## src/design/edge_pkg.sv

```systemverilog
package edge_pkg;

  // **********************************************************************
  // Frame geometry
  // **********************************************************************

  localparam int IMG_COLS = 6;
  localparam int IMG_ROWS = 5;

  // Counters cover the larger of the two dimensions.
  localparam int CNT_W = $clog2((IMG_COLS > IMG_ROWS) ? IMG_COLS : IMG_ROWS);

  // **********************************************************************
  // Kernel
  // **********************************************************************

  // Register stages between window-valid and edge output.
  localparam int KERNEL_LAT = 2;

  // Signed gradient width, enough for +/- 4 * 255.
  localparam int GRAD_W = 11;

  // **********************************************************************
  // Payload types
  // **********************************************************************

  typedef logic [7:0] pixel_t;

  // Vertical slice of three rows at one column.
  typedef struct packed {
    pixel_t top;
    pixel_t mid;
    pixel_t bot;
  } column_t;

  // Right column is the newest, left column the oldest.
  typedef struct packed {
    pixel_t tl;
    pixel_t tc;
    pixel_t tr;
    pixel_t ml;
    pixel_t mc;
    pixel_t mr;
    pixel_t bl;
    pixel_t bc;
    pixel_t br;
  } window_t;

endpackage

```

## src/design/line_buffer.sv

```systemverilog
`timescale 1ns/1ns

module line_buffer (
  input  logic                       clk,
  input  logic                       rst_n,
  input  logic                       wr_en_i,
  input  logic [edge_pkg::CNT_W-1:0] col_addr_i,
  input  edge_pkg::pixel_t           pix_i,
  output edge_pkg::column_t          column_o
);

  // Row r-1 and row r-2 storage.
  edge_pkg::pixel_t row1_mem [edge_pkg::IMG_COLS];
  edge_pkg::pixel_t row2_mem [edge_pkg::IMG_COLS];

  // **********************************************************************
  // Asynchronous read, column is ready in the strobe cycle
  // **********************************************************************

  always_comb begin
    column_o.top = row2_mem[col_addr_i];
    column_o.mid = row1_mem[col_addr_i];
    column_o.bot = pix_i;
  end

  // **********************************************************************
  // Write, both rows move down by one at the current column
  // **********************************************************************

  always_ff @(posedge clk or negedge rst_n) begin
    if (!rst_n) begin
      for (int i = 0; i < edge_pkg::IMG_COLS; i++) begin
        row1_mem[i] <= '0;
        row2_mem[i] <= '0;
      end
    end else if (wr_en_i) begin
      row2_mem[col_addr_i] <= row1_mem[col_addr_i];
      row1_mem[col_addr_i] <= pix_i;
    end
  end

endmodule

```

## src/design/window_datapath.sv

```systemverilog
`timescale 1ns/1ns

module window_datapath (
  input  logic                       clk,
  input  logic                       rst_n,
  input  logic                       clear_i,
  input  logic                       shift_i,
  input  edge_pkg::column_t          column_i,
  output edge_pkg::window_t          window_o,
  output logic [edge_pkg::CNT_W-1:0] col_o,
  output logic                       col_last_o,
  output logic                       row_last_o,
  output logic                       col_ge2_o,
  output logic                       row_ge2_o
);

  logic [edge_pkg::CNT_W-1:0] col_q;
  logic [edge_pkg::CNT_W-1:0] row_q;
  edge_pkg::window_t          win_q;

  // **********************************************************************
  // Position counters
  // **********************************************************************

  // Flags look at the counters before the update.
  assign col_last_o = (col_q == edge_pkg::CNT_W'(edge_pkg::IMG_COLS - 1));
  assign row_last_o = (row_q == edge_pkg::CNT_W'(edge_pkg::IMG_ROWS - 1));
  assign col_ge2_o  = (col_q >= edge_pkg::CNT_W'(2));
  assign row_ge2_o  = (row_q >= edge_pkg::CNT_W'(2));

  always_ff @(posedge clk or negedge rst_n) begin
    if (!rst_n) begin
      col_q <= '0;
      row_q <= '0;
    end else if (clear_i) begin
      col_q <= '0;
      row_q <= '0;
    end else if (shift_i) begin
      if (col_last_o) begin
        col_q <= '0;
        if (row_last_o) begin
          row_q <= '0;
        end else begin
          row_q <= row_q + 1'b1;
        end
      end else begin
        col_q <= col_q + 1'b1;
      end
    end
  end

  assign col_o = col_q;

  // **********************************************************************
  // 3x3 window, advances only on a strobe
  // **********************************************************************

  always_ff @(posedge clk) begin
    if (shift_i) begin
      win_q.tl <= win_q.tc;
      win_q.tc <= win_q.tr;
      win_q.tr <= column_i.top;

      win_q.ml <= win_q.mc;
      win_q.mc <= win_q.mr;
      win_q.mr <= column_i.mid;

      win_q.bl <= win_q.bc;
      win_q.bc <= win_q.br;
      win_q.br <= column_i.bot;
    end
  end

  assign window_o = win_q;

endmodule

```

## src/design/frame_ctrl.sv

```systemverilog
`timescale 1ns/1ns

module frame_ctrl (
  input  logic clk,
  input  logic rst_n,
  input  logic start_i,
  input  logic pix_valid_i,
  input  logic col_last_i,
  input  logic row_last_i,
  input  logic col_ge2_i,
  input  logic row_ge2_i,
  output logic clear_o,
  output logic shift_o,
  output logic win_valid_o,
  output logic frame_done_o
);

  typedef enum logic {
    ST_IDLE,
    ST_RUN
  } state_t;

  state_t                          state_q;
  logic                            clear_q;
  logic                            win_valid_q;
  logic                            last_q;
  logic [edge_pkg::KERNEL_LAT-1:0] done_pipe_q;

  // Strobes pass only while running; the clear cycle is still idle.
  assign shift_o = (state_q == ST_RUN) && pix_valid_i;

  // **********************************************************************
  // State and clear pulse
  // **********************************************************************

  always_ff @(posedge clk or negedge rst_n) begin
    if (!rst_n) begin
      state_q <= ST_IDLE;
      clear_q <= 1'b0;
    end else begin
      clear_q <= start_i;
      if (start_i) begin
        // Restart, counters clear before run.
        state_q <= ST_IDLE;
      end else if (clear_q) begin
        state_q <= ST_RUN;
      end else if (shift_o && col_last_i && row_last_i) begin
        state_q <= ST_IDLE;
      end
    end
  end

  // **********************************************************************
  // Window valid and frame done timing
  // **********************************************************************

  always_ff @(posedge clk or negedge rst_n) begin
    if (!rst_n) begin
      win_valid_q <= 1'b0;
      last_q      <= 1'b0;
      done_pipe_q <= '0;
    end else begin
      win_valid_q    <= shift_o && col_ge2_i && row_ge2_i;
      last_q         <= shift_o && col_last_i && row_last_i;
      // Follows the last window through the kernel stages.
      done_pipe_q[0] <= last_q;
      for (int i = 1; i < edge_pkg::KERNEL_LAT; i++) begin
        done_pipe_q[i] <= done_pipe_q[i-1];
      end
    end
  end

  assign clear_o      = clear_q;
  assign win_valid_o  = win_valid_q;
  assign frame_done_o = done_pipe_q[edge_pkg::KERNEL_LAT-1];

endmodule

```

## src/design/sobel_kernel.sv

```systemverilog
`timescale 1ns/1ns

module sobel_kernel (
  input  logic              clk,
  input  logic              rst_n,
  input  logic              valid_i,
  input  edge_pkg::window_t window_i,
  output logic              valid_o,
  output edge_pkg::pixel_t  edge_o
);

  localparam int GW = edge_pkg::GRAD_W;

  logic        [GW-1:0] gx_pos;
  logic        [GW-1:0] gx_neg;
  logic        [GW-1:0] gy_pos;
  logic        [GW-1:0] gy_neg;
  logic signed [GW-1:0] gx_q;
  logic signed [GW-1:0] gy_q;
  logic        [GW-1:0] gx_abs;
  logic        [GW-1:0] gy_abs;
  logic        [GW:0]   mag;
  logic                 valid1_q;
  logic                 valid2_q;
  edge_pkg::pixel_t     edge_q;

  // **********************************************************************
  // Stage 1, horizontal and vertical gradients
  // **********************************************************************

  always_comb begin
    gx_pos = GW'(window_i.tr) + (GW'(window_i.mr) << 1) + GW'(window_i.br);
    gx_neg = GW'(window_i.tl) + (GW'(window_i.ml) << 1) + GW'(window_i.bl);
    gy_pos = GW'(window_i.bl) + (GW'(window_i.bc) << 1) + GW'(window_i.br);
    gy_neg = GW'(window_i.tl) + (GW'(window_i.tc) << 1) + GW'(window_i.tr);
  end

  always_ff @(posedge clk) begin
    gx_q <= signed'(gx_pos - gx_neg);
    gy_q <= signed'(gy_pos - gy_neg);
  end

  // **********************************************************************
  // Stage 2, magnitude with saturation
  // **********************************************************************

  always_comb begin
    gx_abs = gx_q[GW-1] ? GW'(-gx_q) : GW'(gx_q);
    gy_abs = gy_q[GW-1] ? GW'(-gy_q) : GW'(gy_q);
    mag    = (GW+1)'(gx_abs) + (GW+1)'(gy_abs);
  end

  always_ff @(posedge clk) begin
    edge_q <= (mag > (GW+1)'(255)) ? 8'hff : mag[7:0];
  end

  // Valid travels beside the data.
  always_ff @(posedge clk or negedge rst_n) begin
    if (!rst_n) begin
      valid1_q <= 1'b0;
      valid2_q <= 1'b0;
    end else begin
      valid1_q <= valid_i;
      valid2_q <= valid1_q;
    end
  end

  assign valid_o = valid2_q;
  assign edge_o  = edge_q;

endmodule

```

## src/design/edge_detect_top.sv

```systemverilog
`timescale 1ns/1ns

module edge_detect_top (
  input  logic             clk,
  input  logic             rst_n,
  input  logic             start_i,
  input  logic             pix_valid_i,
  input  edge_pkg::pixel_t pix_i,
  output logic             edge_valid_o,
  output edge_pkg::pixel_t edge_o,
  output logic             frame_done_o
);

  edge_pkg::column_t          column;
  edge_pkg::window_t          window;
  logic [edge_pkg::CNT_W-1:0] col;
  logic                       col_last;
  logic                       row_last;
  logic                       col_ge2;
  logic                       row_ge2;
  logic                       clear;
  logic                       shift;
  logic                       win_valid;

  line_buffer line_buffer_i (
    .clk        (clk),
    .rst_n      (rst_n),
    .wr_en_i    (shift),
    .col_addr_i (col),
    .pix_i      (pix_i),
    .column_o   (column)
  );

  window_datapath window_datapath_i (
    .clk        (clk),
    .rst_n      (rst_n),
    .clear_i    (clear),
    .shift_i    (shift),
    .column_i   (column),
    .window_o   (window),
    .col_o      (col),
    .col_last_o (col_last),
    .row_last_o (row_last),
    .col_ge2_o  (col_ge2),
    .row_ge2_o  (row_ge2)
  );

  frame_ctrl frame_ctrl_i (
    .clk          (clk),
    .rst_n        (rst_n),
    .start_i      (start_i),
    .pix_valid_i  (pix_valid_i),
    .col_last_i   (col_last),
    .row_last_i   (row_last),
    .col_ge2_i    (col_ge2),
    .row_ge2_i    (row_ge2),
    .clear_o      (clear),
    .shift_o      (shift),
    .win_valid_o  (win_valid),
    .frame_done_o (frame_done_o)
  );

  sobel_kernel sobel_kernel_i (
    .clk      (clk),
    .rst_n    (rst_n),
    .valid_i  (win_valid),
    .window_i (window),
    .valid_o  (edge_valid_o),
    .edge_o   (edge_o)
  );

endmodule

```

## config.mk

```make
export PLATFORM = sky130hd
export DESIGN_NAME = edge_detect_top
export DESIGN_NICKNAME = d
export VERILOG_FILES = /design/src/design/edge_pkg.sv /design/src/design/line_buffer.sv /design/src/design/window_datapath.sv /design/src/design/frame_ctrl.sv /design/src/design/sobel_kernel.sv /design/src/design/edge_detect_top.sv
export SDC_FILE = /design/constraint.sdc
export NUM_CORES = 1
export LEC_CHECK = 0
export BUFFER_PORTS_ARGS = -buffer_cell sky130_fd_sc_hd__buf_2
export CAP_MARGIN = 30
export CORE_MARGIN = 10
export CORE_UTILIZATION = 35
export DETAILED_ROUTE_END_ITERATION = 6
export PLACE_DENSITY = 0.56
export SLEW_MARGIN = 25
export SYNTH_ARGS = -nofsm -noshare
export SYNTH_HDL_FRONTEND = slang
export SYNTH_SLANG_ARGS = --single-unit
export TNS_END_PERCENT = 1
```

## constraint.sdc

```tcl
create_clock -name clk -period 4.51 [get_ports clk]
set_clock_uncertainty 0.05 [all_clocks]
set_input_delay 0.902 -clock clk [delete_from_list [all_inputs] [get_ports clk]]
set_output_delay 0.902 -clock clk [all_outputs]
set_load 0.02 [all_outputs]
```

==> results.txt <==
----------------------------------------------------
[Clocking]
  Max clock buf depth ... 3
  Number of clock buffers inserted by TritonCTS ... 25
  Worst skew pair latency ... 0.53 ns
  Post-CTS Hold Fix Bufs ... 0
  Clock tree from TritonCTS ... done
  Post-CTS setup-driven buffer insertion count ... 0
  Sinks on the clock net ... 212
  H-tree Lvls ... 1
  Cts repair resizes ... 0
  Clock root buffer ... sky130_fd_sc_hd__clkbuf_16
  Clock slew at the register clock pins of the worst setup and hold paths ... 0.06 ns

[Routing]
  Post-detailed-route wirelength per cell ... 15.1 µm
  Number of routed nets with antenna violations ... 0
  Vias per cell ... 4.78
  Top sig layer ... met4
  Wire length the detailed router placed on met1 ... 10.1 mm
  Via count ... 6926
  Final wirelength ... 21.9 mm
  Final routed DRC violation total ... 0
  Iteration-0 DRC Markers ... 304
  Total iterations of the first detailed-routing run ... 6
  Length of routed met2 wiring ... 10.6 mm
  Wire length on met3 ... 628 µm

[Critical path]
  Crit Path Max Fanout ... 4
  Stage delay of the slowest cell on the critical path ... 0.51 ns
  Crit-path most repeated cell ... sky130_fd_sc_hd__fa_1
  Crit path cell chain ... ha_1, fa_1, a21o_1, a21oi_1, o21bai_1, a21oi_1, xnor2_1, fa_1, inv_1, fa_1, inv_1, ha_1, o41ai_1, nor2_1, a211o_1
  Category of the critical setup timing path ... flip-flop to flip-flop
  Cell family with the largest share of critical-path delay ... adder cells
  Endpoint arrival time on the critical path ... 4.55 ns
  Count of buffering cells on the critical path with inverters included ... 2
  Type of destination of the critical path ... flip-flop
  Data required, critical path ... 4.87 ns
  Setup crit start kind ... flip-flop
  Cell with the biggest individual delay on the critical path ... sky130_fd_sc_hd__fa_1

[Yosys]
  Share of flip-flops with an asynchronous set or reset ... 0.519
  Number of flops mapped to enable cells by yosys ... 72
  Share of synthesized cell area in and, or, nand and nor gates ... 0.0866
  Most used standard cell by instance count after synthesis ... sky130_fd_sc_hd__dfrtp_1
  Prevailing post-synth register cell ... sky130_fd_sc_hd__dfrtp_1
  Synth area leader ... sky130_fd_sc_hd__dfrtp_1
  Area share of fa/ha/maj cells after synthesis ... 0.147
  Synth cell types ... 47
  Dominant combinational cell family by area after synthesis ... adder cells
  Cell types with the largest area share after synthesis ... sky130_fd_sc_hd__dfrtp_1, sky130_fd_sc_hd__edfxtp_1, sky130_fd_sc_hd__ha_1, sky130_fd_sc_hd__fa_1, sky130_fd_sc_hd__dfxtp_1
  Area fraction in compound gates after synthesis ... 0.0901
  Synthesized instance count ... 988
  Share of cell area taken by muxes after synthesis ... 0.0950
  Synth warn ... 0
  Share of the synthesized netlist area taken by xor and xnor gates ... 0.0497
  Commonest cells in the synthesized netlist ... sky130_fd_sc_hd__dfrtp_1, sky130_fd_sc_hd__inv_1, sky130_fd_sc_hd__nor2_1, sky130_fd_sc_hd__ha_1, sky130_fd_sc_hd__edfxtp_1
  Post-synth net total ... 1110
  Mean cell area of the mapped netlist ... 11.4 µm²
  Synthesized cell area ... 11300 µm²
  Total of flip-flops plus latches after synthesis ... 212
  Area share of the leading cell type in the synthesized netlist ... 0.244
  Sequential share of the synthesized area ... 0.489

[STA]
  Minimum clock period after layout ... 4.19 ns
  Period utilization ... 0.929
  Setup Viol. Count Final ... 0
  Minimum hold slack ... 0.296 ns
  Setup TNS ... 0 ns
  Setup repair after global routing missed its margin ... no
  Worst-case headroom to the max-slew limit ... 0.384
  Max Clk Rate ... 239 MHz
  Final hold viol count ... 0
  Fin. max-slew vios ... 0
  Transition at the pin with the smallest max-transition slack ... 0.924 ns

[Hold path]
  Type of the most critical hold path ... flip-flop to flip-flop

[Global route]
  Global Route Usage Sum ... 0.114
  Sum of overflow across all layers after global routing ... 0
  Number of antenna violations at the first check in global routing ... 0
  Pin count of the biggest net entering global routing ... 73
  Number of global-route vias before repair ... 7346
  Wire length of the first global-routing pass ... 37.2 mm

[Layout]
  Final-stage net count ... 1149
  Layout filler cell count ... 3038
  Diodes inserted ... 0
  Area overhead of the layout relative to synthesis ... 13.3%
  Final Util ... 0.403
  Fraction of final layout cells with drive strength greater than 1 ... 0.142

[Floorplan]
  Starting utilization of the core area ... 0.356
  Width of the die ... 200 µm
  Area enclosed by the die boundary ... 39800 µm²
  Std cell rows ... 65
  CORE AREA ... 31700 µm²
  Chip Height ... 200 µm
  IO Pins ... 22

[Placed design]
  Half-perimeter wire length after placement ... 15.9 mm
  Buffers on Ports ... 21
  Final weighted congestion of routability-driven global placement ... 0.792

[Power]
  Total leakage power ... 0.00562 µW
  Overall power consumption ... 7810 µW
  IR Drop Worst-Case VDD ... 454 µV
  Power Dens Cells ... 611 nW/µm²

[Status]
  Result of the run ... completed

[Flow run]
  Max-Cap Viols ... 0

----------------------------------------------------
cell type report:
type | instances | area [µm²] | share of cell area
inverters | 103 | 387 | 0.0303
well taps | 402 | 503 | 0.0394
clock buffers | 37 | 721 | 0.0564
repair buffers | 37 | 235 | 0.0184
clock inverters | 9 | 121 | 0.00950
multi-input cells | 648 | 5290 | 0.414
flip-flops and latches | 212 | 5520 | 0.432
routing by layer:
| metal | vias to the layer above | global-route usage |
|---|---|---|
| li1 | 3490 | - |
| met1 | 3328 | 0.143 |
| met2 | 76 | 0.198 |
| met3 | 32 | 0.0180 |
| met4 | 0 | 0.0348 |
| met5 | - | 0 |
final timing paths:
| check | start | end | depth (start not counted) | slack [ns] |
|---|---|---|---|---|
| max in group asynchronous | rst_n | line_buffer_i.row2_mem[17]$_DFFE_PN0P_ | 2 | 3.07 |
| worst max register to register | window_datapath_i.window_o[8]$_DFFE_PP_ | sobel_kernel_i.gy_q[10]$_DFF_P_ | 15 | 0.32 |
| min in group asynchronous | rst_n | line_buffer_i.row1_mem[38]$_DFFE_PN0P_ | 1 | 0.32 |
| worst min-delay path | frame_ctrl_i.done_pipe_q[0]$_DFF_PN0_ | frame_ctrl_i.done_pipe_q[1]$_DFF_PN0_ | 0 | 0.30 |
| worst min register to register | frame_ctrl_i.done_pipe_q[0]$_DFF_PN0_ | frame_ctrl_i.done_pipe_q[1]$_DFF_PN0_ | 0 | 0.30 |
| worst max-delay path | window_datapath_i.window_o[8]$_DFFE_PP_ | sobel_kernel_i.gy_q[10]$_DFF_P_ | 15 | 0.32 |
power breakdown:
group	switching (µW)	total (µW)	internal, µW
combinational	1770	3290	1520
sequential	191	2490	2300
clock	799	2030	1230
state kept, by name, indices dropped and copies added (netlist names):
| register | flops |
|---|---|
| sobel_kernel_i.gy_q | 11 |
| line_buffer_i.row1_mem | 48 |
| sobel_kernel_i.gx_q | 11 |
| frame_ctrl_i.state_q | 1 |
| sobel_kernel_i.edge_o | 8 |
| window_datapath_i.col_o | 3 |
| window_datapath_i.window_o | 72 |
| frame_ctrl_i.win_valid_o | 1 |
| frame_ctrl_i.last_q | 1 |
| line_buffer_i.row2_mem | 48 |
| frame_ctrl_i.clear_o | 1 |
| sobel_kernel_i.valid1_q | 1 |
| frame_ctrl_i.done_pipe_q | 2 |
| window_datapath_i.row_q | 3 |
| sobel_kernel_i.valid_o | 1 |
kinds of logic (layout without fill, tap and decap cells):
| logic type | Yosys count | in the layout |
|---|---|---|
| flops | 212 | 212 |
| compound gates | 173 | 173 |
| buf+inv | 128 | 186 |
| simple gates | 220 | 220 |
| mux | 81 | 81 |
| xor+xnor | 64 | 64 |
| fa+ha+maj | 110 | 110 |
cell usage in the layout (no fill, tap or decap), types with 5 or more instances in the layout:
master / instances
sky130_fd_sc_hd__mux2_2: 47
sky130_fd_sc_hd__edfxtp_1: 72
sky130_fd_sc_hd__o21ai_0: 52
sky130_fd_sc_hd__clkbuf_16: 25
sky130_fd_sc_hd__nor2b_1: 10
sky130_fd_sc_hd__a21oi_1: 68
sky130_fd_sc_hd__o31ai_1: 5
sky130_fd_sc_hd__fa_1: 37
sky130_fd_sc_hd__dfrtp_1: 109
sky130_fd_sc_hd__nand2_1: 69
sky130_fd_sc_hd__clkbuf_1: 7
sky130_fd_sc_hd__buf_4: 16
sky130_fd_sc_hd__buf_2: 20
sky130_fd_sc_hd__dfxtp_1: 30
sky130_fd_sc_hd__ha_1: 73
sky130_fd_sc_hd__nand3_1: 8
sky130_fd_sc_hd__nand2b_1: 7
sky130_fd_sc_hd__xnor2_1: 43
sky130_fd_sc_hd__clkbuf_8: 5
sky130_fd_sc_hd__a21o_1: 11
sky130_fd_sc_hd__nor2_1: 87
sky130_fd_sc_hd__nor3_1: 18
sky130_fd_sc_hd__o21bai_1: 7
sky130_fd_sc_hd__mux4_2: 16
sky130_fd_sc_hd__o41ai_1: 8
sky130_fd_sc_hd__mux2i_1: 17
sky130_fd_sc_hd__inv_1: 102
sky130_fd_sc_hd__xor2_1: 21
worst register-to-register path, cell delays in order (launching register included):
cell	delay (ns)
sky130_fd_sc_hd__edfxtp_1	0.38
sky130_fd_sc_hd__ha_1	0.24
sky130_fd_sc_hd__fa_1	0.42
sky130_fd_sc_hd__a21o_1	0.18
sky130_fd_sc_hd__a21oi_1	0.24
sky130_fd_sc_hd__o21bai_1	0.10
sky130_fd_sc_hd__a21oi_1	0.24
sky130_fd_sc_hd__xnor2_1	0.12
sky130_fd_sc_hd__fa_1	0.49
sky130_fd_sc_hd__inv_1	0.05
sky130_fd_sc_hd__fa_1	0.51
sky130_fd_sc_hd__inv_1	0.04
sky130_fd_sc_hd__ha_1	0.23
sky130_fd_sc_hd__o41ai_1	0.46
sky130_fd_sc_hd__nor2_1	0.10
sky130_fd_sc_hd__a211o_1	0.23
per-stage QoR:
step | cell area [µm²] | setup WS (ns) | cells
after floorplan | 11300 | 0.477 | 988
after global placement | 11900 | 0.308 | 1401
after detailed placement | 11900 | 0.324 | 1402
after CTS | 12800 | 0.309 | 1448
after global routing | 12800 | 0.0179 | 1448
final | 12800 | 0.319 | 1448
Power figures use the tool's default switching activity.
